$ cat config.mk
export PLATFORM = sky130hd
export DESIGN_NAME = snd_tone
export DESIGN_NICKNAME = d
export VERILOG_FILES = /design/src/source/snd_pkg.sv /design/src/source/snd_tone.sv
export SDC_FILE = /design/constraint.sdc
export NUM_CORES = 1
export LEC_CHECK = 0
export BUFFER_PORTS_ARGS = -buffer_cell sky130_fd_sc_hd__buf_2
export CAP_MARGIN = 30
export CORE_MARGIN = 1.5
export CORE_UTILIZATION = 50
export CTS_CLUSTER_SIZE = 25
export DETAILED_ROUTE_END_ITERATION = 8
export PLACE_DENSITY = 0.71
export REMOVE_ABC_BUFFERS = 1
export SLEW_MARGIN = 10
export SYNTH_ARGS = -nofsm -noshare
export SYNTH_HDL_FRONTEND = slang
export SYNTH_SLANG_ARGS = --single-unit
$ cat constraint.sdc
create_clock -name clk -period 3.8 [get_ports clk]
set_clock_uncertainty 0.2 [all_clocks]
set_input_delay 0.19 -clock clk [delete_from_list [all_inputs] [get_ports clk]]
set_output_delay 0.19 -clock clk [all_outputs]
set_load 0.01 [all_outputs]
$ cat src/source/snd_pkg.sv
// shared bus structs, address map and tone constants for the sound section, used by scoped name
package snd_pkg;

    // one sound cpu bus request, held stable by the master until wait drops
    typedef struct packed {
        logic        mreq;  // memory cycle
        logic        iorq;  // io cycle
        logic        rd;
        logic        wr;
        logic [15:0] addr;
        logic [7:0]  wdata;
    } snd_bus_req_t;

    // host side apb request
    typedef struct packed {
        logic       psel;
        logic       penable;
        logic       pwrite;
        logic [3:0] paddr;
        logic [7:0] pwdata;
    } apb_req_t;

    typedef struct packed {
        logic [7:0] prdata;
        logic       pready;   // tied high, no back-pressure on the host side
        logic       pslverr;
    } apb_rsp_t;

    // host configuration, mute lands on bit 0
    typedef struct packed {
        logic swap;  // exchange left and right
        logic mute;  // zero both outputs
    } snd_cfg_t;

    // register write from the decoder into the tone block
    typedef struct packed {
        logic       strobe;
        logic [2:0] idx;
        logic [7:0] data;
    } tone_wr_t;

    // sound cpu memory map
    localparam logic [15:0] ROM_TOP   = 16'h7FFF;  // rom is the lower 32 KB
    localparam logic [15:0] RAM_BASE  = 16'hF800;  // 2 KB work ram up to ffff
    localparam logic [15:0] LATCH_MEM = 16'hE800;  // e800-efff reads the latch

    // io port groups, top two bits of the port number
    localparam logic [1:0] IO_TONE  = 2'd0;
    localparam logic [1:0] IO_LATCH = 2'd3;

    localparam logic [7:0] OPEN_BUS = 8'hFF;  // unmapped read value
    localparam int         RAM_AW   = 11;

    // apb register offsets
    localparam logic [3:0] REG_LATCH  = 4'h0;  // write only
    localparam logic [3:0] REG_STATUS = 4'h4;  // bit 0 pending
    localparam logic [3:0] REG_CFG    = 4'h8;  // bit 0 mute, bit 1 swap

    // tone generator
    localparam int TONE_CH    = 2;
    localparam int TONE_REGS  = 2 * TONE_CH;  // period low, period high and volume per channel
    localparam int PER_W      = 12;           // 8 low bits plus a nibble
    localparam int SAMPLE_DIV = 16;           // clocks per sample tick
    localparam int DIV_W      = $clog2(SAMPLE_DIV);
    localparam int VOL_STEP   = 512;          // amplitude per volume step

endpackage

$ cat src/source/snd_tone.sv
// two-channel square-wave tone generator and stereo mixer standing in for the fm synth
`timescale 1ns/1ps

module snd_tone (
    input  logic                clk,
    input  logic                rst_n,
    input  snd_pkg::tone_wr_t   wr,
    input  snd_pkg::snd_cfg_t   cfg,
    input  logic [2:0]          rd_index,
    output logic [7:0]          rdata,
    output logic signed [15:0]  left,
    output logic signed [15:0]  right,
    output logic                sample
);

    logic [7:0]                 regs    [snd_pkg::TONE_REGS];
    logic [snd_pkg::DIV_W-1:0]  div_cnt;
    logic                       tick;     // sample strobe on the next edge
    logic [snd_pkg::PER_W-1:0]  period  [snd_pkg::TONE_CH];
    logic [3:0]                 vol     [snd_pkg::TONE_CH];
    logic [snd_pkg::PER_W-1:0]  cnt     [snd_pkg::TONE_CH];
    logic                       neg     [snd_pkg::TONE_CH];  // 0 is positive polarity
    logic                       neg_nxt [snd_pkg::TONE_CH];
    logic signed [15:0]         level   [snd_pkg::TONE_CH];
    logic signed [15:0]         mix_l, mix_r;

    assign tick = div_cnt == snd_pkg::DIV_W'(snd_pkg::SAMPLE_DIV - 1);

    // per channel fields and next level
    always_comb begin
        for (int c = 0; c < snd_pkg::TONE_CH; c++) begin
            period[c]  = {regs[2*c+1][3:0], regs[2*c]};
            vol[c]     = regs[2*c+1][7:4];
            neg_nxt[c] = (period[c] != '0 && cnt[c] == '0) ? ~neg[c] : neg[c];
            level[c]   = 16'(int'(vol[c]) * snd_pkg::VOL_STEP);
            if (neg_nxt[c])
                level[c] = -level[c];
        end
    end

    // stereo mix
    always_comb begin
        mix_l = cfg.swap ? level[1] : level[0];
        mix_r = cfg.swap ? level[0] : level[1];
        if (cfg.mute) begin
            mix_l = '0;
            mix_r = '0;
        end
    end

    assign rdata = (rd_index < snd_pkg::TONE_REGS) ? regs[rd_index[1:0]] : 8'h00;

    always_ff @(posedge clk or negedge rst_n) begin
        if (!rst_n) begin
            div_cnt <= '0;
            sample  <= 1'b0;
            left    <= '0;
            right   <= '0;
            for (int i = 0; i < snd_pkg::TONE_REGS; i++)
                regs[i] <= '0;
            for (int c = 0; c < snd_pkg::TONE_CH; c++) begin
                cnt[c] <= '0;
                neg[c] <= 1'b0;
            end
        end else begin
            div_cnt <= tick ? '0 : div_cnt + 1'b1;
            sample  <= tick;
            if (wr.strobe && wr.idx < snd_pkg::TONE_REGS)
                regs[wr.idx[1:0]] <= wr.data;
            if (tick) begin
                for (int c = 0; c < snd_pkg::TONE_CH; c++) begin
                    if (period[c] != '0)  // period 0 freezes the channel
                        cnt[c] <= (cnt[c] == '0) ? period[c] - 1'b1 : cnt[c] - 1'b1;
                    neg[c] <= neg_nxt[c];
                end
                left  <= mix_l;  // outputs change with the strobe
                right <= mix_r;
            end
        end
    end

endmodule
# Word-level counts from Yosys, hierarchy flattened
# Cells that the tools add are included.
[word_totals] ram_bits=0 rom_bits=0 latch_bits=0 register_bits=95 elab_cells=57 output_inout_bits=41 memories=0
[classes] add_sub_neg=7 n_bitwise=4 n_reduce_logical=10 shift=0 muxes=18 n_mul=0 n_eq_ne=1 order_cmp=5 div_mod_pow=0
[ops] op="$mux W16" n=6
[ops] op="$sub A12 B1 Y12 const B" n=4
[ops] op="$bwmux W32" n=1
[ops] op="$mux W8" n=4
[ops] op="$neg A13 Y16" n=2
[ops] op="$logic_not A12 Y1" n=2
[ops] op="$mux W12" n=2
[ops] op="$reduce_bool A12 Y1" n=2
[ops] op="$bmux W8 S2" n=1
[ops] op="$demux W8 S2" n=1
[ops] op="$ge A3 B3 Y1 const B" n=2
[ops] op="$lt A3 B3 Y1 const B" n=2
[ops] op="$not A2 Y3" n=2
[ops] op="$add A4 B1 Y4 const B" n=1
[ops] op="$eq A4 B4 Y1 const B" n=1
[ops] op="$logic_and A1 B1 Y1" n=4
[ops] op="$mux W4" n=1
[ops] op="$reduce_and A2 Y1" n=2
[ops] op="$lt A3 B1 Y1 const B" n=1
[ops] op="$mux W1" n=2
[ops] op="$not A1 Y1" n=2

# Logic depth before layout (Yosys ltp)
[logic_depth] depth_word=6 depth_mapped=12 depth_no_buf=10

# Worst setup path before layout
# OpenSTA, ideal clock, no wires.
[synth_path] kind="register to register" from="register cnt[2] in the netlist's numbering" to="register cnt[6] in the netlist's numbering" slack_ns=0.651 stages_incl_launch_ff=13 t_arrival_ns=2.866 setup_ns=0.083 required_time_ns=3.517 path_buffers=2 path_cell_list="dfrtp_1 -> nor4_2 -> and3_1 -> clkbuf_1 -> buf_1 -> a21oi_1 -> ha_1 -> or3b_2 -> or2_2 -> a211o_2 -> a211oi_1 -> a31oi_1 -> o21ai_0"
[synth_via] elab_chain_len=2 elab_cells_between_ends=3 cone_classes="1 x add/sub; 1 x mux; 1 x reduce/logical"
[synth_rtl] item="from (decl)" line="snd_tone.sv:21" text="logic [snd_pkg::PER_W-1:0] cnt [snd_pkg::TONE_CH];"
[synth_rtl] item="from (signal, indexed assignment)" line="snd_tone.sv:73" text="cnt[c] <= (cnt[c] == '0) ? period[c] - 1'b1 : cnt[c] - 1'b1;"
[synth_rtl] item="$sub A12 B1 Y12 or $logic_not A12 Y1 (tied branches)" line="snd_tone.sv:73"
[synth_rtl] item="$mux W12 (*)" line="snd_tone.sv:73"
# Every way passes the cells marked *; elsewhere a longest branch is shown, timed or not.
# A chain may end at the register's enable or synchronous reset.

# Worst setup path in the final report
# Ends and elaborated chain as after synthesis.

==> run summary <==
SETUP PATH
--------------------------------------------------------------------------------
Cells along the critical path                                       nor4_2, and3_1, a21oi_1, ha_1, or3b_2, or2_2, a211o_2, a211oi_1, a31oi_1, o21ai_0
Maximum fanout along the worst path                                            6
Cell at the slowest stage of the critical path                            or3b_2
Kind of critical path                                               register to register
Critical path required time                                              3.87 ns
Setup slack on the worst flop-to-flop path                               0.77 ns
Sort of element at the end of the critical path                         register
Data arrival time at the worst-slack endpoint                            3.10 ns
Top Family by Delay on Critical Path                                simple AND/OR/NAND/NOR gates
Delay contributed by the slowest stage of the critical path              0.47 ns
Type of element launching the critical path                             register
Bufs and invs on worst path                                                    0

LAYOUT
--------------------------------------------------------------------------------
Post-Layout Inst Area                                                   4910 um2
Final net count                                                              504
Final core utilization                                                     0.589
Count of filler cells inserted in the layout                                 693
Share of post-route cells with drive strength above 1                      0.244
Antenna fix cells                                                              0
Layout area overhead                                                       12.4%

PLACEMENT
--------------------------------------------------------------------------------
Instance area after placement                                           4600 um2
Port buffer count                                                             41
Routability-driven placement congestion ratio                              0.889
Detail Placement HPWL                                                    7490 um

SYNTHESIS
--------------------------------------------------------------------------------
Number of enable flip-flop cells after synthesis                               0
Share of async-settable or async-resettable flops after synthesis           1.00
Commonest cells in the netlist                                      dfrtp_1, nand2_1, mux2_2
Synth Cell Area                                                         4370 um2
Sequential area share after synthesis                                      0.429
Number of different library cells in the post-synthesis netlist               69
Area contributors post-synth                                        dfrtp_1, mux2_2, nand2_1
Avg Cell Area, Syn                                                      10.1 um2
Number of warnings issued by yosys                                             0
Ys flop type                                                             dfrtp_1
Synthesized instance count                                                   432
Area fraction of the dominant cell type after synthesis                    0.429
Largest area contributor in the synthesized netlist                      dfrtp_1
Leading cell type by number of instances after synthesis                 dfrtp_1
Post-synthesis register bit count                                             75

STA
--------------------------------------------------------------------------------
Unrepaired setup endpoints after global routing                               no
Worst hold margin                                                      0.0242 ns
Max Freq                                                               0.330 GHz
Slew at the pin closest to its max-slew limit                           0.907 ns
Max-slew violations                                                            0
Post-route fraction of the period consumed by the critical path            0.799
Final setup fails                                                              0
Minimum period implied by the final worst setup slack                    3.03 ns
Setup Total Neg Slack                                                       0 ns
Rel. slew slack                                                            0.393
Hold Violations, Final                                                         0

DIE
--------------------------------------------------------------------------------
Die Span Y                                                               96.5 um
Die boundary width                                                       96.5 um
Initial standard-cell utilization of the core                              0.524
Top-Level Pins                                                                60
Total die area                                                          9320 um2
Standard cell core area                                                 8340 um2
Cell Rows                                                                     33

POWER
--------------------------------------------------------------------------------
NetSw                                                                   0.898 mW
Clock network power share                                                  0.224
Static leakage power                                                     2.09 nW
Net switching fraction of the power                                        0.357
Comb power frac                                                            0.273
IR Drop Worst-Case VDD                                                    288 uV
Fraction of power consumed by sequential logic                             0.503
Total power density per cell area                                     511 nW/um2
Cell internal pwr                                                        1.61 mW

DETAILED ROUTING
--------------------------------------------------------------------------------
Via count                                                                   3532
Wirelength per Cell                                                      17.7 um
Detailed Route WL                                                       10400 um
DRC                                                                            0
Antenna-violating nets left                                                    0
Ratio of routed vias to standard cells                                      6.00
Initial DRT Pass Iterations                                                    5
Initial DRC count                                                            264

CTS
--------------------------------------------------------------------------------
Inserted Clock Buffers                                                         9
Sinks on the clock net                                                        75
Clk_lat worst skew                                                       0.35 ns
CTS tree                                                                     yes
Max clock buf depth                                                            2
Post-cts repair resize count                                                   0
Root buf cell                                                           clkbuf_8
Clk pin slew, worst setup/hold paths                                     0.07 ns
Count of H-tree levels built during CTS                                        3

GLOBAL ROUTING
--------------------------------------------------------------------------------
Wire length of the first global-routing pass                            17500 um
Vias in the first global route                                              3451
Antenna violations before repair                                               0
Overflow after GRT                                                             0
Pin count of the biggest net entering global routing                          76
GR Util All Layers                                                         0.249

OUTCOME
--------------------------------------------------------------------------------
Result of the run                                                   complete, no violations

HOLD PATH
--------------------------------------------------------------------------------
Hold Path Class                                                     input pin to async pin

FLOW RUN
--------------------------------------------------------------------------------
Number of max-cap violations                                                   0

-- per-layer routing --
| metal | global-route usage | part of all wire | vias to the layer above |
|---|---|---|---|
| li1 | - | - | 1676 |
| met1 | 0.333 | 0.42 | 1731 |
| met2 | 0.414 | 0.51 | 115 |
| met3 | 0.0556 | 0.055 | 10 |
| met4 | 0.0519 | 0.0089 | 0 |
| met5 | 0 | 0 | - |
-- through the flow --
stage | worst slack (ns) | instances | power [mW]
floorplan | 0.838 | 411 | 1.68
global placement | 0.902 | 561 | 1.90
detailed placement | 0.819 | 562 | 1.94
CTS | 0.802 | 587 | 2.51
global route | 0.490 | 589 | 2.68
finish | 0.766 | 589 | 2.51
-- area by class of cell --
type / instances / area (um2) / share of cell area
Timing Repair Buffer: 58 / 380 / 0.0774
Multi-Input combinational cell: 327 / 2310 / 0.471
Inverter: 9 / 33.8 / 0.00688
Sequential cell: 75 / 1880 / 0.382
Clock buffer: 13 / 169 / 0.0344
Tap cell: 105 / 131 / 0.0267
Clock inverter: 2 / 10.0 / 0.00204
-- state kept, by name, summed over array words and instances (netlist names) --
| signal | cells |
|---|---|
| cnt | 24 |
| div_cnt | 4 |
| left | 6 |
| neg | 2 |
| period | 24 |
| regs | 8 |
| right | 6 |
| sample | 1 |
-- worst register-to-register path, delay by kind of cell (launching register included) --
| kind | cells | cell delay (ns) |
|---|---|---|
| flip-flops | 1 | 0.44 |
| AND/OR/NAND/NOR | 4 | 1.12 |
| adder cells (fa/ha/maj) | 1 | 0.20 |
| AO/OA/AOI/OAI | 5 | 0.98 |
-- repair_timing --
action                                  in CTS  in global routing
endpoints found under the hold margin      109                  0
hold buffers                                10                  0
endpoints found under the setup margin       0                  0
setup buffers                                0                  0
-- worst paths after layout --
path                       depth (start not counted)                  from                    to
max                                               10    cnt[2]$_DFFE_PN0P_    cnt[6]$_DFFE_PN0P_
min                                                2                 rst_n  div_cnt[3]$_DFF_PN0_
max reg2reg                                       10    cnt[2]$_DFFE_PN0P_    cnt[6]$_DFFE_PN0P_
min reg2reg                                        1  div_cnt[0]$_DFF_PN0_  div_cnt[0]$_DFF_PN0_
max in group asynchronous                          3                 rst_n   cnt[14]$_DFFE_PN0P_
min in group clk                                   3                cfg[1]  right[9]$_DFFE_PN0P_
-- power groups by stage --
stage	Clock (mW)	Combinational [mW]	Sequential [mW]
CTS	0.574	0.682	1.25
finish	0.562	0.686	1.26
floorplan	0	0.481	1.20
global placement	0	0.646	1.25
detailed placement	0	0.669	1.27
global route	0.613	0.770	1.30
-- placed cells by master (no fill, tap or decap), drive strengths merged, types with 11 or more instances in the layout --
cell / n
clkbuf: 13
o21ai: 17
nor2b: 11
nand2: 45
a21oi: 30
nor4: 13
dfrtp: 75
mux2: 30
buf: 48
nor2: 26
conb: 18
-- cells by family after synthesis --
kind of cell	Yosys count	synth area share
DFF	75	0.429
AOI/OAI and AO/OA	100	0.154
and+or+nand+nor	148	0.184
buffers and inverters	47	0.0581
other	1	0.000858
xor gates and xnor gates	11	0.0237
muxes	45	0.135
adders and majority gates	5	0.0143
No activity file was read; power rests on OpenSTA's default activity.
