===== config.mk =====
export PLATFORM = sky130hd
export DESIGN_NAME = snd_host_regs
export DESIGN_NICKNAME = d
export VERILOG_FILES = /design/src/source/snd_pkg.sv /design/src/source/snd_host_regs.sv
export SDC_FILE = /design/constraint.sdc
export NUM_CORES = 1
export LEC_CHECK = 0
export ABC_CLOCK_PERIOD_IN_PS = 1000
export BUFFER_PORTS_ARGS = -buffer_cell sky130_fd_sc_hd__buf_2
export CAP_MARGIN = 20
export CORE_MARGIN = 1.5
export CORE_UTILIZATION = 34
export DETAILED_ROUTE_END_ITERATION = 10
export PLACE_DENSITY = 0.83
export SETUP_SLACK_MARGIN = 0.5
export SYNTH_ARGS = -nofsm -noshare
export SYNTH_HDL_FRONTEND = slang
export SYNTH_SLANG_ARGS = --single-unit

===== constraint.sdc =====
create_clock -name clk -period 1 [get_ports clk]
set_clock_uncertainty 0.2 [all_clocks]
set_input_delay 0.2 -clock clk [delete_from_list [all_inputs] [get_ports clk]]
set_output_delay 0.2 -clock clk [all_outputs]
set_load 0.005 [all_outputs]

===== src/source/snd_pkg.sv =====
// shared bus structs, address map and tone constants for the sound section, used by scoped name
package snd_pkg;

    // one sound cpu bus request, held stable by the master until wait drops
    typedef struct packed {
        logic        mreq;  // memory cycle
        logic        iorq;  // io cycle
        logic        rd;
        logic        wr;
        logic [15:0] addr;
        logic [7:0]  wdata;
    } snd_bus_req_t;

    // host side apb request
    typedef struct packed {
        logic       psel;
        logic       penable;
        logic       pwrite;
        logic [3:0] paddr;
        logic [7:0] pwdata;
    } apb_req_t;

    typedef struct packed {
        logic [7:0] prdata;
        logic       pready;   // tied high, no back-pressure on the host side
        logic       pslverr;
    } apb_rsp_t;

    // host configuration, mute lands on bit 0
    typedef struct packed {
        logic swap;  // exchange left and right
        logic mute;  // zero both outputs
    } snd_cfg_t;

    // register write from the decoder into the tone block
    typedef struct packed {
        logic       strobe;
        logic [2:0] idx;
        logic [7:0] data;
    } tone_wr_t;

    // sound cpu memory map
    localparam logic [15:0] ROM_TOP   = 16'h7FFF;  // rom is the lower 32 KB
    localparam logic [15:0] RAM_BASE  = 16'hF800;  // 2 KB work ram up to ffff
    localparam logic [15:0] LATCH_MEM = 16'hE800;  // e800-efff reads the latch

    // io port groups, top two bits of the port number
    localparam logic [1:0] IO_TONE  = 2'd0;
    localparam logic [1:0] IO_LATCH = 2'd3;

    localparam logic [7:0] OPEN_BUS = 8'hFF;  // unmapped read value
    localparam int         RAM_AW   = 11;

    // apb register offsets
    localparam logic [3:0] REG_LATCH  = 4'h0;  // write only
    localparam logic [3:0] REG_STATUS = 4'h4;  // bit 0 pending
    localparam logic [3:0] REG_CFG    = 4'h8;  // bit 0 mute, bit 1 swap

    // tone generator
    localparam int TONE_CH    = 2;
    localparam int TONE_REGS  = 2 * TONE_CH;  // period low, period high and volume per channel
    localparam int PER_W      = 12;           // 8 low bits plus a nibble
    localparam int SAMPLE_DIV = 16;           // clocks per sample tick
    localparam int DIV_W      = $clog2(SAMPLE_DIV);
    localparam int VOL_STEP   = 512;          // amplitude per volume step

endpackage


===== src/source/snd_host_regs.sv =====
// host apb register block with the sound latch, the pending nmi flag and the mute and swap bits
`timescale 1ns/1ps

module snd_host_regs (
    input  logic              clk,
    input  logic              rst_n,
    input  snd_pkg::apb_req_t apb,
    input  logic              latch_rd,  // sound cpu read the latch
    output snd_pkg::apb_rsp_t apb_rsp,
    output logic [7:0]        latch,
    output logic              nmi_n,
    output snd_pkg::snd_cfg_t cfg
);

    logic access;       // apb access phase
    logic wr_en;
    logic latch_wr;
    logic mapped;
    logic pending;
    logic pending_nxt;

    assign access   = apb.psel & apb.penable;
    assign wr_en    = access & apb.pwrite;
    assign latch_wr = wr_en & (apb.paddr == snd_pkg::REG_LATCH);

    always_comb begin
        mapped = (apb.paddr == snd_pkg::REG_LATCH) ||
                 (apb.paddr == snd_pkg::REG_STATUS) ||
                 (apb.paddr == snd_pkg::REG_CFG);
    end

    // a new command beats the clear from the sound side
    always_comb begin
        pending_nxt = pending;
        if (latch_wr)
            pending_nxt = 1'b1;
        else if (latch_rd)
            pending_nxt = 1'b0;
    end

    always_ff @(posedge clk or negedge rst_n) begin
        if (!rst_n) begin
            pending <= 1'b0;
            nmi_n   <= 1'b1;
            cfg     <= '0;
        end else begin
            pending <= pending_nxt;
            nmi_n   <= ~pending_nxt;  // low while a command waits
            if (wr_en && apb.paddr == snd_pkg::REG_CFG)
                cfg <= snd_pkg::snd_cfg_t'(apb.pwdata[1:0]);
        end
    end

    // command byte itself
    always_ff @(posedge clk) begin
        if (latch_wr)
            latch <= apb.pwdata;
    end

    // read data valid in the access cycle
    always_comb begin
        apb_rsp.pready  = 1'b1;
        apb_rsp.pslverr = access & ~mapped;
        case (apb.paddr)
            snd_pkg::REG_STATUS: apb_rsp.prdata = {7'd0, pending};
            snd_pkg::REG_CFG:    apb_rsp.prdata = {6'd0, cfg};
            default:             apb_rsp.prdata = 8'h00;  // latch is write only
        endcase
    end

    // new command pulls nmi low on the next cycle
    a_nmi_set: assert property (@(posedge clk) disable iff (!rst_n)
        latch_wr |=> !nmi_n)
        else $error("nmi_n not low after latch write");

    // a latch read without a new command releases nmi
    a_nmi_clear: assert property (@(posedge clk) disable iff (!rst_n)
        (latch_rd && !latch_wr) |=> nmi_n)
        else $error("nmi_n not released after latch read");

endmodule


# == After elaboration in Yosys (flattened, before gate mapping) ==
# Cells that the tools add are included.
# W data, S select, Z words.
# op_classes
eq_ne,2
mux,3
n_bitwise,6
reduce_logical,4
# op_table
op,count
$and A1 B1 Y1,4
$eq A4 B3 Y1 const B,1
$eq A4 B4 Y1 const B,1
$logic_not A4 Y1,1
$pmux W2 S2,1
$logic_or A1 B1 Y1,2
$mux W1,2
$not A1 Y1,2
$logic_and A1 B1 Y1,1
# word_totals
ff_bits,12
in_bits,18
output_inout_bits,21
wordCells,20

# == Depth between registers and ports, before layout ==
# Gate-level depths: netlist of the first run.
# logic_depth
ltp_word,5
mapped_depth,3

# == Worst setup path before layout of the first run ==
# No wires, ideal clock.
# synth_path
path_type,input -> register
startpoint,input port apb[9] in the netlist's numbering
endpoint,register latch[0] (enable)
setup_ps,383
t_arrival_ps,1123
setup_slack_ps,-707
cell_stages,2
path_buffers,0
path_cell_list,or2_4 -> nor4_2
# synth_between
elab_chain_cells,2
# synth_rtl
item,line,source
from (decl),snd_host_regs.sv:7,"input snd_pkg::apb_req_t apb,"
$logic_not A4 Y1,snd_host_regs.sv:24,assign latch_wr = wr_en & (apb.paddr == snd_pkg::REG_LATCH);
$and A1 B1 Y1,snd_host_regs.sv:24,
net latch_wr,snd_host_regs.sv:17,logic latch_wr;
to (signal assigned),snd_host_regs.sv:57,latch <= apb.pwdata;
to (decl),snd_host_regs.sv:10,"output logic [7:0] latch,"
# The timed path passes the listed nets, and every way through them passes these cells.
# A chain may end at the register's enable or synchronous reset.

# == Final worst setup path of the first run ==
# layout_path
startpoint,input port apb[9] in the netlist's numbering
endpoint,register cfg[0] in the netlist's numbering
# layout_between
elab_chain_cells,2
# layout_rtl
item,line,source
$eq A4 B4 Y1,snd_host_regs.sv:49,if (wr_en && apb.paddr == snd_pkg::REG_CFG)
$logic_and A1 B1 Y1,snd_host_regs.sv:49,
to (signal assigned),snd_host_regs.sv:50,cfg <= snd_pkg::snd_cfg_t'(apb.pwdata[1:0]);
to (decl),snd_host_regs.sv:12,output snd_pkg::snd_cfg_t cfg
# Every way passes these cells.

==> impl_metrics.ini, run 1 <==
[run_status]
outcome = finished with violations
failed_checks = hold timing, setup timing

[floorplanning]
die-height_um = 42.6
die-area_mm2 = 0.00181
total_i_o_pin_count = 39
die_w_um = 42.6
core_region_area_mm2 = 0.00149
rows = 14
floorplan.initialDensity_pct = 35.8

[clock_network]
cts_buffers = 3
clock_sink_count = 12
cts.path.max_buffers = 2
clock_root_buffer = clkbuf_4
worst_setup_hold_path_clk_slew_ps = 70
clk-insertion-delay-late_ps = 260
tritoncts = yes
clock_tree.htree_level_count = 1

[synthesis]
netlist_instances = 38
syn-mean-instance-area_um2 = 14.0
ys.warnings.count = 0
post_synth_num_cell_types = 17
synthesis.area_um2 = 533
seq_area_frac_synth_pct = 64.1
ys_ff_latch = 12

[global_routing]
antenna_found_initial = 0
grt_pass1_wl_mm = 1.68
total_congestion_overflow = 0
grt_start_max_net_pins = 10
via_count_of_the_first_global_routing_pass = 419
grt_util_all_layers_pct = 13.2

[place]
cell_area_placed_um2 = 732
dp_hpwl_um = 815
routabilityCongestion = 0.654
portBuffers = 31

[layout]
finish.instance_area_um2 = 846
num_antenna_cells = 0
layout.cells.most_common_list = 28 x buf_2, 8 x edfxtp_1, 7 x conb_1
nets = 100
fillerInstances = 125
area_growth_pct = 58.7
area_of_the_multi_input_gates_um2 = 181
drive_above_1_share_pct = 64.2
leading_cell_type_in_the_layout_fill_and_taps_excluded = buf_2
final_util_pct = 56.8
final-seq-area_um2 = 342

[drt]
ant_nets = 0
wire_per_inst_um = 11.5
drt-vias-per-instance = 4.57
drt-pass1-iter-count = 4
num_vias = 443
drt-total-wl_mm = 1.12
remaining_drc_errors = 0
drt_iter0_drc = 5

[timing]
report.final.hold_viol_count = 15
layout_min_cycle_time_ps = 1410
final.period_utilization_pct = 141
fin_worst_hold_slack_ps = -479
setup_violations = 26
finalWorstSetupSlack_ps = -415
clock.fmax_ghz = 0.707
final_max_slew_viol_count = 0
unrepaired_setup_endpoints_after_global_routing = true

[hold_path]
worstHoldPathType = in -> async

[critical_path]
worstSetupEndpointType = flop
worst-r2r-cell-count = 4
critPathLaunchType = primary input
crit_arrival_ps = 1370
crit_fanout = 2
crit_type = in -> reg
worst_setup_slack_for_register_to_register_paths_ps = -210
critPathRequiredTime_ps = 950

[pwr]
power_mw = 1.02
irDropWorstVdd_mv = 0.428
power_density_over_the_cells_mw_per_mm2 = 1200
cellLeakagePower_nw = 0.416

[job]
max_cap_violations = 0
final timing paths:
path,to,start
max,cfg[0],apb[9]
min,cfg[1],rst_n
max reg2reg,pending,pending
min reg2reg,cfg[1],cfg[1]
max in group asynchronous,nmi_n,rst_n
min in group clk,latch[3],apb[3]
Yosys cell counts (all sizes together):
| master | number | area [um^2] |
|---|---|---|
| edfxtp | 8 | 240 |
| buf | 7 | 52.6 |
| a21oi | 3 | 15.0 |
| dfrtp | 3 | 75.1 |
| conb | 2 | 7.51 |
| mux2 | 2 | 22.5 |
| nand3b | 2 | 15.0 |
| nor2 | 2 | 7.51 |
| a21o | 1 | 7.51 |
| and3 | 1 | 6.26 |
| dfstp | 1 | 26.3 |
| inv | 1 | 3.75 |
| nand2 | 1 | 3.75 |
| nand3 | 1 | 5.00 |
| nor4 | 1 | 12.5 |
| nor4b | 1 | 23.8 |
| or2 | 1 | 8.76 |
power breakdown:
group	internal (mW)	switching, mW
clock network	0.154	0.145
registers	0.545	0.00963
logic	0.0988	0.0655
total	0.798	0.221
final cells by class:
| type | count | share of cell area (%) |
|---|---|---|
| Sequential cell | 12 | 40.4 |
| Clock buffer | 4 | 3.11 |
| Inverter | 1 | 0.444 |
| Tap cell | 16 | 2.37 |
| Timing Repair Buffer | 41 | 32.2 |
| Multi-Input combinational cell | 23 | 21.4 |
metal layers:
layer	share of wire, %	vias to the layer above	track usage, %	wire length (um)
met2	55	25	23.1	616
met4	1.1	0	6.88	12
li1	-	206	-	-
met5	0	-	0	0
met1	33	210	12.5	373
met3	10	2	6.47	113
what timing repair did:
item / CTS / global route
gates cloned: 0 / 0
pin swaps: 3 / 4
endpoints found under the setup margin: 26 / 26
resized for setup: 7 / 3
setup buffers: 3 / 1
hold endpoints to repair: 15 / 15
flip-flops by register name, indices dropped and copies added, names as in the netlist:
name,cells
cfg,2
latch,8
pending,1
nmi_n,1
worst max-delay path, cell delays in order:
cell and delay (ps):
buf_6 90, or2_4 260, buf_12 130, nor4b_4 340, mux2_4 330
cell families after synthesis:
family | Yosys count | synth area share, %
buffers and inverters | 8 | 10.6
AOI/OAI and AO/OA | 4 | 4.23
and+or+nand+nor | 10 | 15.5
other | 2 | 1.41
DFF | 12 | 64.1
muxes | 2 | 4.23
metrics by stage:
step	cells	setup TNS (ps)	hold WS [ps]	setup WS, ps
final	97	-6830	-479	-415
after global routing	97	-7550	-484	-432
after CTS	96	-6690	-483	-402
after detailed placement	89	-7020	-192	-584
after global placement	89	-6820	-193	-548
after floorplan	43	-5580	-296	-497
No activity file was read; power rests on OpenSTA's default activity.
==> run 2, diff against run 1 <==
- ABC_CLOCK_PERIOD_IN_PS: 1000 -> 1150
- clock period: 1 -> 1.15 ns (I/O delays scaled with it)
==> run 2 against run 1 <==
  * The flow still finishes with violations (hold timing, setup timing)
  * Sequential power down 13%
  * Sequential share of layout area up 1.1 points
  * Setup slack better by 130 ps
  * Final cell count down 1.0%
  * Core utilization down 1.5 points
  * Count of clock-buffer cells in the layout unchanged
  * First-iteration DRC count up 120%
  * Non-clock buffer count down 1
  * Largest cell class unchanged
  * Highest routed layer is now met3
==> impl_metrics.ini, run 2 (synthesis gave the netlist of run 1 again) <==
[floorplanning]
die-height_um = 42.6
total_i_o_pin_count = 39
floorplan.initialDensity_pct = 35.8
die_w_um = 42.6
rows = 14
core_region_area_mm2 = 0.00149
die-area_mm2 = 0.00181

[timing]
layout_min_cycle_time_ps = 1440
fin_worst_hold_slack_ps = -439
finalWorstSetupSlack_ps = -286
setup_violations = 26
final.period_utilization_pct = 125
report.final.hold_viol_count = 13
unrepaired_setup_endpoints_after_global_routing = true
clock.fmax_ghz = 0.696
final_max_slew_viol_count = 0

[critical_path]
critPathLaunchType = flop
crit_arrival_ps = 1010
critPathRequiredTime_ps = 720
crit_type = reg -> out
crit_fanout = 2
worst_setup_slack_for_register_to_register_paths_ps = -60
worstSetupEndpointType = primary output

[clock_network]
clk-insertion-delay-late_ps = 250
cts.path.max_buffers = 2
cts_buffers = 3
worst_setup_hold_path_clk_slew_ps = 70
clock_root_buffer = clkbuf_4
clock_sink_count = 12
tritoncts = yes
clock_tree.htree_level_count = 1

[pwr]
cellLeakagePower_nw = 0.407
irDropWorstVdd_mv = 0.482
power_density_over_the_cells_mw_per_mm2 = 1060

[drt]
drt-vias-per-instance = 4.44
ant_nets = 0
drt_iter0_drc = 11
remaining_drc_errors = 0
num_vias = 426
drt-pass1-iter-count = 4
wire_per_inst_um = 11.3
drt-total-wl_mm = 1.08

[place]
cell_area_placed_um2 = 717
portBuffers = 31
dp_hpwl_um = 793
dp_cells = 87
routabilityCongestion = 0.666

[run_status]
failed_checks = hold timing, setup timing
outcome = finished with violations

[global_routing]
grt_start_max_net_pins = 8
grt_pass1_wl_mm = 1.56
grt_util_all_layers_pct = 11.9
antenna_found_initial = 0
globalRoute.busiestLayer = met2
via_count_of_the_first_global_routing_pass = 370
use_met3_pct = 4.74
met2_usage_pct = 22.2
total_congestion_overflow = 0
grtUsageMet1_pct = 12.8

[layout]
largest_reg_flops = 8
num_antenna_cells = 0
leading_cell_type_in_the_layout_fill_and_taps_excluded = buf_2
finish.instance_area_um2 = 823
reg.largest.list = latch x8, cfg x2
max_flop_register = latch
layout.cells.most_common_list = 29 x buf_2, 8 x edfxtp_1, 7 x conb_1, 7 x buf_6, 4 x buf_4
stdcell_count = 96
fillerInstances = 120
drive_above_1_share_pct = 63.7
area_growth_pct = 54.5
nets = 99

[job]
max_cap_violations = 0

[hold_path]
worstHoldPathType = in -> async
run 2: changes by cell type in the layout (fill, tap and decap cells not counted), sizes merged:
cell	change
buf	-1
run 2: path summary, 6_finish.rpt:
check,to,startpoint,cells past startpoint
min,cfg[0],rst_n,1
min in group clk,latch[6],apb[6],1
min reg2reg,nmi_n,pending,2
max,cfg[0],cfg[0],3
max in group asynchronous,nmi_n,rst_n,1
max reg2reg,cfg[0],cfg[0],3
run 2: layout make-up:
type                    count  area (um^2)  share of cell area, %
repair buffers             40          254                   30.9
well taps                  16         20.0                   2.43
inverters                   1         3.75                  0.456
flip-flops and latches     12          342                   41.5
clock buffers               4         26.3                   3.19
multi-input cells          23          178                   21.6
run 2: repair_timing:
action / 4_1_cts / 5_1_grt
buffers inserted: 3 / 1
gates cloned: 1 / 0
setup endpoints to repair: 26 / 26
gates resized for setup: 11 / 0
pin swaps: 6 / 2
endpoints found under the hold margin: 13 / 12
run 2: power by group:
group	leakage, nW	internal (mW)	switching (mW)
registers	0.123	0.474	0.00774
clock network	0.0150	0.134	0.115
logic	0.269	0.0825	0.0569
total	0.407	0.690	0.179
run 2: worst max-delay path, stage by stage, from the launching register on:
cell     delay (ps)
dfrtp_1         390
buf_4           140
buf_6           110
buf_6           100
run 2: per-layer routing:
layer  up-vias  part of all wire, %  routed length (um)
met5         -                    0                   0
met4         0                    0                   0
met3         0                  8.3                  90
met2        19                   52                 562
met1       202                   39                 426
li1        205                    -                   -
run 2: stage by stage:
step	setup TNS, ps	util (%)	power [mW]	setup slack (ps)
finish	-2900	55.3	0.870	-286
global route	-3690	55.3	0.910	-316
CTS	-2860	54.8	0.869	-265
detailed placement	-5390	48.2	0.589	-448
global placement	-5100	48.2	0.586	-427
floorplan	-4000	-	0.543	-377
