$ cat src/source/snd_pkg.sv
// shared bus structs, address map and tone constants for the sound section, used by scoped name
package snd_pkg;

    // one sound cpu bus request, held stable by the master until wait drops
    typedef struct packed {
        logic        mreq;  // memory cycle
        logic        iorq;  // io cycle
        logic        rd;
        logic        wr;
        logic [15:0] addr;
        logic [7:0]  wdata;
    } snd_bus_req_t;

    // host side apb request
    typedef struct packed {
        logic       psel;
        logic       penable;
        logic       pwrite;
        logic [3:0] paddr;
        logic [7:0] pwdata;
    } apb_req_t;

    typedef struct packed {
        logic [7:0] prdata;
        logic       pready;   // tied high, no back-pressure on the host side
        logic       pslverr;
    } apb_rsp_t;

    // host configuration, mute lands on bit 0
    typedef struct packed {
        logic swap;  // exchange left and right
        logic mute;  // zero both outputs
    } snd_cfg_t;

    // register write from the decoder into the tone block
    typedef struct packed {
        logic       strobe;
        logic [2:0] idx;
        logic [7:0] data;
    } tone_wr_t;

    // sound cpu memory map
    localparam logic [15:0] ROM_TOP   = 16'h7FFF;  // rom is the lower 32 KB
    localparam logic [15:0] RAM_BASE  = 16'hF800;  // 2 KB work ram up to ffff
    localparam logic [15:0] LATCH_MEM = 16'hE800;  // e800-efff reads the latch

    // io port groups, top two bits of the port number
    localparam logic [1:0] IO_TONE  = 2'd0;
    localparam logic [1:0] IO_LATCH = 2'd3;

    localparam logic [7:0] OPEN_BUS = 8'hFF;  // unmapped read value
    localparam int         RAM_AW   = 11;

    // apb register offsets
    localparam logic [3:0] REG_LATCH  = 4'h0;  // write only
    localparam logic [3:0] REG_STATUS = 4'h4;  // bit 0 pending
    localparam logic [3:0] REG_CFG    = 4'h8;  // bit 0 mute, bit 1 swap

    // tone generator
    localparam int TONE_CH    = 2;
    localparam int TONE_REGS  = 2 * TONE_CH;  // period low, period high and volume per channel
    localparam int PER_W      = 12;           // 8 low bits plus a nibble
    localparam int SAMPLE_DIV = 16;           // clocks per sample tick
    localparam int DIV_W      = $clog2(SAMPLE_DIV);
    localparam int VOL_STEP   = 512;          // amplitude per volume step

endpackage

$ cat src/source/snd_bus_decode.sv
// sound cpu bus decoder: address map, rom wait states, registered read mux and block strobes
`timescale 1ns/1ps

module snd_bus_decode (
    input  logic                        clk,
    input  logic                        rst_n,
    input  snd_pkg::snd_bus_req_t       bus,
    input  logic [7:0]                  rom_data,
    input  logic                        rom_ok,
    input  logic [7:0]                  ram_rdata,
    input  logic [7:0]                  latch,
    input  logic [7:0]                  tone_rdata,
    output logic [7:0]                  rdata,
    output logic                        bus_wait,
    output logic [14:0]                 rom_addr,
    output logic                        rom_cs,
    output logic                        ram_we,
    output logic [snd_pkg::RAM_AW-1:0]  ram_addr,
    output logic [7:0]                  ram_wdata,
    output snd_pkg::tone_wr_t           tone_wr,
    output logic                        latch_rd
);

    typedef enum logic [1:0] {ST_IDLE, ST_SEL, ST_ROM, ST_END} state_t;

    state_t     state;
    logic       req;
    logic       rom_hit, ram_hit, tone_hit, latch_hit;
    logic       ram_cs, tone_cs, latch_cs;
    logic       rom_ok2;     // rom_ok one cycle back
    logic       rom_good;
    logic       last;        // wait-low cycle
    logic       mux_en;
    logic [7:0] rd_mux;

    assign req = (bus.mreq | bus.iorq) & (bus.rd | bus.wr);

    // address map, io ports decode on the low byte
    assign rom_hit   = bus.mreq & (bus.addr <= snd_pkg::ROM_TOP);
    assign ram_hit   = bus.mreq & (bus.addr >= snd_pkg::RAM_BASE);
    assign tone_hit  = bus.iorq & (bus.addr[7:6] == snd_pkg::IO_TONE);
    assign latch_hit = (bus.mreq & (bus.addr[15:11] == snd_pkg::LATCH_MEM[15:11]))
                     | (bus.iorq & (bus.addr[7:6] == snd_pkg::IO_LATCH));

    assign last     = state == ST_END;
    assign bus_wait = req & ~last;
    assign rom_good = rom_cs & rom_ok & rom_ok2;  // two ok cycles in a row
    assign mux_en   = (state == ST_SEL) | ((state == ST_ROM) & rom_good);

    assign rom_addr  = bus.addr[14:0];
    assign ram_addr  = bus.addr[snd_pkg::RAM_AW-1:0];
    assign ram_wdata = bus.wdata;
    assign ram_we    = last & ram_cs & bus.wr;  // once, on wait low

    assign tone_wr.strobe = last & tone_cs & bus.wr;
    assign tone_wr.idx    = bus.addr[2:0];
    assign tone_wr.data   = bus.wdata;
    assign latch_rd       = last & latch_cs & bus.rd;  // clears the pending nmi

    always_ff @(posedge clk or negedge rst_n) begin
        if (!rst_n) begin
            state    <= ST_IDLE;
            rom_cs   <= 1'b0;
            ram_cs   <= 1'b0;
            tone_cs  <= 1'b0;
            latch_cs <= 1'b0;
            rom_ok2  <= 1'b0;
        end else begin
            rom_ok2 <= rom_cs & rom_ok;
            case (state)
                ST_IDLE: if (req) begin
                    rom_cs   <= rom_hit;  // held for the whole rom cycle
                    ram_cs   <= ram_hit;
                    tone_cs  <= tone_hit;
                    latch_cs <= latch_hit;
                    state    <= rom_hit ? ST_ROM : ST_SEL;
                end
                ST_SEL: state <= ST_END;  // mux registered here
                ST_ROM: if (rom_good) state <= ST_END;
                default: begin            // end of cycle, drop selects
                    rom_cs   <= 1'b0;
                    ram_cs   <= 1'b0;
                    tone_cs  <= 1'b0;
                    latch_cs <= 1'b0;
                    state    <= ST_IDLE;
                end
            endcase
        end
    end

    // priority read mux
    assign rd_mux = rom_cs   ? rom_data   :
                    ram_cs   ? ram_rdata  :
                    tone_cs  ? tone_rdata :
                    latch_cs ? latch      : snd_pkg::OPEN_BUS;

    always_ff @(posedge clk) begin
        if (mux_en)
            rdata <= rd_mux;
    end

    a_rom_cs_mreq: assert property (@(posedge clk) disable iff (!rst_n)
        $rose(rom_cs) |-> bus.mreq)
        else $error("rom_cs rose without mreq");

    // master must hold the request through the wait
    a_req_stable: assert property (@(posedge clk) disable iff (!rst_n)
        (bus_wait && $past(bus_wait)) |-> $stable(bus))
        else $error("bus request changed during wait");

endmodule

$ cat config.mk
export PLATFORM = sky130hd
export DESIGN_NAME = snd_bus_decode
export DESIGN_NICKNAME = d
export VERILOG_FILES = /design/src/source/snd_pkg.sv /design/src/source/snd_bus_decode.sv
export SDC_FILE = /design/constraint.sdc
export NUM_CORES = 1
export LEC_CHECK = 0
export ABC_AREA = 1
export BUFFER_PORTS_ARGS = -buffer_cell sky130_fd_sc_hd__buf_2
export CAP_MARGIN = 5
export CORE_ASPECT_RATIO = 1.75
export CORE_MARGIN = 2
export CORE_UTILIZATION = 40
export CTS_BUF_LIST = sky130_fd_sc_hd__clkbuf_2
export DETAILED_ROUTE_END_ITERATION = 16
export PLACE_DENSITY_LB_ADDON = 0.12
export REMOVE_ABC_BUFFERS = 1
export SETUP_SLACK_MARGIN = 0.4
export SLEW_MARGIN = 20
export SYNTH_ARGS = -nofsm -noshare
export SYNTH_HDL_FRONTEND = slang
export SYNTH_SLANG_ARGS = --single-unit
$ cat constraint.sdc
create_clock -name clk -period 1.9 [get_ports clk]
set_input_delay 0.38 -clock clk [delete_from_list [all_inputs] [get_ports clk]]
set_output_delay 0.38 -clock clk [all_outputs]
set_load 0.005 [all_outputs]
* Yosys cells after proc, flatten, opt, wreduce, memory -nomap -nowiden
Index checks and enable logic that the tools add are counted.
** Storage, ports and cells
- Register bits :: 15
- Bits of input ports :: 63
** Cells by class
- $lt $le $gt $ge :: 2
- Equality and inequality tests :: 7
- Muxes and demuxes :: 16
- Bitwise gates (word level) :: 22
- Reduce and logical (&&, ||, !) cells :: 5
** Operators with widths (number)
- $mux W8 :: 4
- $and A1 B1 Y1 :: 16
- $ge A16 B16 Y1 const B :: 1
- $le A16 B15 Y1 const B :: 1
- $pmux W1 S2 :: 4
- $eq A2 B2 Y1 const B :: 3
- $mux W2 :: 3
- $pmux W2 S3 :: 1
- $eq A5 B5 Y1 const B :: 1
- $logic_not A2 Y1 :: 2
- $mux W1 :: 4
- $ne A2 B2 Y1 const B :: 2
- $or A1 B1 Y1 :: 4
- $reduce_and A2 Y1 :: 2
- $eq A2 B1 Y1 const B :: 1
- $not A1 Y1 :: 2
- $reduce_or A2 Y1 :: 1

* Logic depth before layout (Yosys ltp)
Gate-level depths: netlist of the first run.
- Word-level depth :: 5
- Gate-level depth with buffers :: 7

* Worst setup path before layout of the first run
Ideal clock, no wire load.
- Kind :: register to register
- Start :: register state[0]
- End :: register rdata[0], enable pin
- Data arrival time :: 949 ps
- Slack :: 689 ps
- Cell stages (with the launch flop) :: 4
- Buffers on the path :: 0
- Path through :: dfrtp_1 inv_1 ha_1 a31o_2
** Between the ends
- Longest elaborated chain between the ends :: 3
- Elaborated cells between the ends (all ways) :: 4
- Classes of those cells :: eq/ne: 2; bitwise: 2
** RTL lines
- start, declared :: RTL line snd_bus_decode.sv:26 : state_t state;
- start signal, assigned :: RTL line snd_bus_decode.sv:76 : state <= rom_hit ? ST_ROM : ST_SEL;
- $eq A2 B2 Y1 :: RTL line snd_bus_decode.sv:48 : assign mux_en = (state == ST_SEL) | ((state == ST_ROM) & rom_good);
- $and A1 B1 Y1 :: RTL line snd_bus_decode.sv:48
- $or A1 B1 Y1 (*) :: RTL line snd_bus_decode.sv:48
- net mux_en :: RTL line snd_bus_decode.sv:33 : logic mux_en;
- end signal, assigned :: RTL line snd_bus_decode.sv:99 : rdata <= rd_mux;
- end, declared :: RTL line snd_bus_decode.sv:13 : output logic [7:0] rdata,
The timed path passes the listed nets; every way through them passes the cells marked *.
A chain may end at the register's enable or synchronous reset.

==> flow_metrics.py, run 1 <==
metrics = {
    "pwr": {
        "leakagePower_nw": 0.733,
        "power.density_nw_per_um2": 1080,
        "vdd_ir_drop_max_mv": 0.518,
        "power_mw": 1.58,
    },
    "sta": {
        "relSlewSlack_pct": 84.4,
        "period_share_pct": 82.4,
        "final.setup.worst_slack_ns": 0.335,
        "timing_hold_violations_final": 0,
        "finalSetupTns_ns": 0,
        "setup_viol": 0,
        "fin_crit_ns": 1.57,
        "fmax_mhz": 639,
        "finalMaxSlewViolations": 0,
        "rsz0062_at_grt": "yes",
        "tightest_slew_ns": 0.234,
        "fin_skew_ns": 0.0133,
    },
    "global_route": {
        "grt_pass1_vias": 1083,
        "grt-ovfl-total": 0,
        "grt_max_degree": 18,
        "top_usage_layer": "met2",
        "use_met3_pct": 9.78,
        "met2_usage_pct": 31.2,
        "antenna_found_initial": 0,
        "grt_use_total_pct": 18.7,
        "grtUsageMet1_pct": 19.1,
        "grt_pass1_wl_mm": 5.08,
    },
    "status": {
        "outcome": "complete, no violations",
    },
    "floorplanning": {
        "fp.dieArea_sq_um": 3880,
        "rows": 28,
        "die_h_um": 80.9,
        "num_io_pins": 121,
        "die_w_um": 48.0,
        "core_area_sq_um": 3290,
        "start_util_pct": 41.1,
    },
    "synth": {
        "synth-seq-cells": 15,
        "yosys.cell_types.count": 18,
        "syn_inst": 181,
        "yosys_warnings": 0,
        "avgSynthCellArea_sq_um": 7.47,
        "ys_seq_area_share_pct": 30.7,
        "netlist_area_sq_um": 1350,
    },
    "final_layout": {
        "design_area_sq_um": 1460,
        "multi_input_area_sq_um": 536,
        "final_common_cell": "buf_2",
        "n_fill_cell": 379,
        "final_cell_count_no_fill": 253,
        "seq_area_sq_um": 417,
        "fin_nets": 277,
        "most-common-layout-cells": "buf_2, nor2_1, nand2_1",
        "diodes": 0,
        "area_delta_synth_final_pct": 7.59,
        "drive_gt1_share_pct": 44.7,
    },
    "worst_setup_path": {
        "crit_path_max_fanout": 3,
        "r2r_cells": 6,
        "endpoint_kind": "output pin",
        "arrival_ns": 1.19,
        "regToRegEndpoint": "ram_cs$_DFFE_PN0P_",
        "path_class": "reg -> out",
        "worstSetupStartpointType": "register",
        "rrSetupSlack_ns": 0.50,
        "reg2reg_from": "state[0]$_DFFE_PN0P_",
        "required_ns": 1.52,
    },
    "clock_tree": {
        "clock_sinks": 15,
        "clk_latency_ns": 0.30,
        "cts_root_buffer": "clkbuf_2",
        "cts_buffers": 3,
        "cts_tree": "yes",
        "cts-htree-levels": 1,
        "clkSlewWorstSetupHoldPaths_ns": 0.16,
        "cts_buffer_depth": 2,
    },
    "routing": {
        "drt_iter0_markers": 20,
        "post_drt_via_cell_ratio": 4.73,
        "drc_errors": 0,
        "wl_mm": 3.75,
        "post_drt_wl_per_cell_um": 14.8,
        "drtPass1Iterations": 4,
        "ant_nets": 0,
        "routed-via-count": 1196,
    },
    "placement": {
        "io_buffers": 66,
        "hpwl_mm": 3.13,
        "gp_congestion": 0.751,
        "place_ws_ns": 0.511,
        "place_inst": 245,
        "placed_cell_area_sq_um": 1380,
    },
    "worst_hold_path": {
        "hold_end": "rom_ok2$_DFF_PN0_",
        "min_from": "rom_ok",
        "worstHoldPathType": "in -> reg",
        "worstHoldPathCells": 3,
    },
    "run": {
        "cap_violations": 0,
    },
}
[per-stage QoR]
step                hold slack, ns  utilization [%]
finish                       0.319             44.2
global placement             0.227             42.0
floorplan                   0.0844                -
global route                 0.311             44.2
CTS                          0.310             43.8
detailed placement           0.235             42.0
[how the worst max path moves through the flow]
stage                     cells after the start  slack [ns]                  to                  from
after floorplan                               3        0.69  rdata[0]$_DFFE_PP_    rom_cs$_DFFE_PN0P_
after global placement                        3        0.54              ram_we    ram_cs$_DFFE_PN0P_
after detailed placement                      3        0.51              ram_we    ram_cs$_DFFE_PN0P_
after CTS                                     4        0.35         tone_wr[11]  state[0]$_DFFE_PN0P_
after global routing                          4        0.27         tone_wr[11]  state[1]$_DFFE_PN0P_
final                                         4        0.33         tone_wr[11]  state[0]$_DFFE_PN0P_
[area by class of cell]
cell class / instances / area share [%]
Inverter: 15 / 3.87
Multi-Input combinational cell: 103 / 36.8
Timing Repair Buffer: 71 / 25.5
Sequential cell: 15 / 28.6
Tap cell: 45 / 3.87
Clock buffer: 4 / 1.38
[sequential cells by signal, summed over array words and instances, names as in the netlist]
register and cells:
rom_ok2 1, rdata 8, tone_cs 1, ram_cs 1, rom_cs 1, state 2, latch_cs 1
[report_power, final]
group	total, mW	leakage (nW)	switching [mW]	internal, mW
clock network	0.165	0.0166	0.109	0.0558
registers	0.531	0.152	0.0569	0.474
logic	0.882	0.565	0.524	0.358
[logic make-up after synthesis]
| logic type | share of synthesized area, % |
|---|---|
| DFF | 30.7 |
| adders and majority gates | 4.63 |
| and+or+nand+nor | 21.4 |
| AOI/OAI and AO/OA | 12.2 |
| buffers and inverters | 31.1 |
[Yosys cell counts]
cell / instances / area share [%]
a21oi_1: 16 / 5.9
a31o_2: 1 / 0.65
buf_4: 47 / 26
buf_6: 1 / 0.83
dfrtp_1: 7 / 13
edfxtp_1: 8 / 18
ha_1: 5 / 4.6
inv_1: 11 / 3.1
inv_2: 4 / 1.1
nand2_1: 26 / 7.2
nand2_2: 2 / 0.92
nand2_4: 3 / 2.5
nand3_1: 4 / 1.5
nor2_1: 32 / 8.9
nor3_1: 1 / 0.37
o21ai_0: 8 / 3.0
o21ai_1: 2 / 0.74
o21ai_2: 3 / 1.9
[per-layer routing]
| layer | routed length [um] | part of all wire [%] |
|---|---|---|
| met5 | 0 | 0 |
| met4 | 37 | 0.99 |
| met3 | 587 | 16 |
| met2 | 1790 | 48 |
| met1 | 1340 | 36 |
[critical path, cell delays in order (launching register included)]
cell and delay (ns):
dfrtp_1 0.41, ha_2 0.20, inv_2 0.05, nor3_2 0.10, buf_2 0.13
[repair_timing]
action	in CTS	in global routing
hold buffers	1	0
hold endpoints to repair	7	0
endpoints found under the setup margin	4	11
buffers inserted	3	0
gates resized for setup	4	3
gates cloned	0	0
pin swaps	1	2
Note: power is estimated with default switching activity, not from simulation.
==> run 2: changes to the inputs <==
- CORE_UTILIZATION: 40 -> 35
- clock period: 1.9 -> 1.3 ns (I/O delays scaled with it)
==> run 2 against run 1 <==
Net effect: the flow now finishes with violations (setup timing); die area grew 13%; sequential cell count is the same; worst setup slack lost 0.43 ns; register-to-register slack lost 0.53 ns; critical path depth is the same; utilization grew 1.8 points; cell count grew 3.2%; clock skew shrank 0.0028 ns; clock power grew 29%; routed wire length shrank 2.1%; global-route usage shrank 1.8 points.
==> flow_metrics.py, run 2 (same netlist as run 1, synthesis figures left out) <==
metrics = {
    "floorplanning": {
        "rows": 29,
        "start_util_pct": 36.9,
        "die_h_um": 86.2,
        "num_io_pins": 121,
        "core_area_sq_um": 3660,
        "die_w_um": 51.0,
        "fp.dieArea_sq_um": 4400,
    },
    "sta": {
        "tightest_slew_ns": 0.198,
        "timing_hold_violations_final": 0,
        "period_share_pct": 107,
        "finalSetupTns_ns": -0.499,
        "fin_skew_ns": 0.0106,
        "fin_crit_ns": 1.40,
        "fmax_mhz": 716,
        "rsz0062_at_grt": "yes",
        "setup_viol": 12,
        "relSlewSlack_pct": 86.8,
        "final.setup.worst_slack_ns": -0.0961,
        "finalMaxSlewViolations": 0,
    },
    "placement": {
        "place_inst": 248,
        "hpwl_mm": 2.99,
        "gp_congestion": 0.727,
        "place_ws_ns": -0.0494,
        "io_buffers": 66,
    },
    "clock_tree": {
        "cts_tree": "yes",
        "cts_buffers": 3,
        "clkSlewWorstSetupHoldPaths_ns": 0.13,
        "cts_root_buffer": "clkbuf_2",
        "cts-htree-levels": 1,
        "cts_buffer_depth": 2,
        "clk_latency_ns": 0.27,
        "clock_sinks": 15,
    },
    "worst_hold_path": {
        "min_from": "rom_ok",
        "worstHoldPathType": "in -> reg",
    },
    "worst_setup_path": {
        "critPathLaunch": "state[1]$_DFFE_PN0P_",
        "required_ns": 1.04,
        "worstSetupStartpointType": "register",
        "reg2reg_from": "state[0]$_DFFE_PN0P_",
        "crit_path_max_fanout": 3,
        "endpoint_kind": "output pin",
        "path_class": "reg -> out",
        "arrival_ns": 1.14,
    },
    "global_route": {
        "antenna_found_initial": 0,
        "grt_use_total_pct": 16.9,
        "grt_pass1_vias": 1188,
        "grt-ovfl-total": 0,
        "grt_pass1_wl_mm": 5.62,
        "grt_max_degree": 11,
    },
    "final_layout": {
        "largest_register": "rdata",
        "final_cell_count_no_fill": 261,
        "largest_reg_flops": 8,
        "drive_gt1_share_pct": 57.2,
        "area_delta_synth_final_pct": 24.6,
        "fin_util_pct": 46.0,
        "fin_nets": 284,
        "most-common-layout-cells": "buf_2, nand2_1, nor2_1",
        "diodes": 0,
        "final_common_cell": "buf_2",
        "largestRegisters": "rdata: 8 flops, state: 2 flops",
    },
    "routing": {
        "wl_mm": 3.68,
        "post_drt_wl_per_cell_um": 14.1,
        "drtPass1Iterations": 4,
        "drc_errors": 0,
        "ant_nets": 0,
        "post_drt_via_cell_ratio": 4.71,
        "routed-via-count": 1230,
        "drt_iter0_markers": 10,
    },
    "pwr": {
        "power_mw": 2.71,
        "vdd_ir_drop_max_mv": 0.788,
        "leakagePower_nw": 0.796,
        "power.density_nw_per_um2": 1610,
    },
    "status": {
        "failed_checks": "setup timing",
        "outcome": "finished with violations",
    },
    "run": {
        "cap_violations": 0,
    },
}
==> run 2: cell types whose count changed in the layout (fill, tap and decap cells not counted), moves of 4 or more <==
cell / before / now
a21oi_1: 16 / 11
nor2_4: 0 / 8
nor2_1: 32 / 20
a21oi_2: 0 / 5
nor2_2: 0 / 4
o21ai_1: 2 / 8
o21ai_0: 8 / 0
==> run 2: path summary, 6_finish.rpt <==
| check | to | slack (ns) | cells past startpoint |
|---|---|---|---|
| setup / recovery | tone_wr[11] | -0.1 | 4 |
| hold / removal | rom_ok2$_DFF_PN0_ | 0.22 | 3 |
| setup reg to reg | rdata[2]$_DFFE_PP_ | -0.03 | 4 |
| hold reg to reg | latch_cs$_DFFE_PN0P_ | 0.56 | 2 |
| max in group asynchronous | state[0]$_DFFE_PN0P_ | 0.81 | 2 |
| min in group asynchronous | latch_cs$_DFFE_PN0P_ | 0.32 | 2 |
==> run 2: critical path, stage by stage (launching register included) <==
cell	delay [ns]
dfrtp_1	0.43
ha_4	0.17
inv_2	0.05
nor3_2	0.10
buf_2	0.13
==> run 2: timing repair <==
item,4_1_cts,5_1_grt
endpoints found under the setup margin,35,35
buffers inserted,8,0
endpoints found under the hold margin,7,0
pin swaps,5,2
resized for setup,41,21
hold buffers,1,0
==> run 2: cell type report <==
cell class | count | area [sq um]
fillers | 373 | 1980
repair buffers | 78 | 457
clock buffers | 3 | 15.0
well taps | 46 | 57.6
flip-flops and latches | 15 | 415
clock inverters | 1 | 5.00
multi-input cells | 103 | 664
inverters | 15 | 71.3
==> run 2: report_power, final <==
group          internal [mW]  switching [mW]  total, mW
combinational          0.788           0.938       1.73
clock                 0.0697           0.143      0.213
sequential             0.692          0.0811      0.774
==> run 2: per-stage QoR <==
stage               hold slack (ns)  instance area, sq um
floorplan                   -0.0356                   988
global placement              0.108                  1400
detailed placement            0.107                  1400
CTS                           0.216                  1600
global route                  0.211                  1690
finish                        0.222                  1690
==> run 2: layer usage <==
layer	wire length, um	global-route usage (%)	part of all wire (%)
met5	0	6.41	0
met4	36	6.63	0.98
met2	1710	27.6	47
met3	480	7.07	13
met1	1450	18.7	39
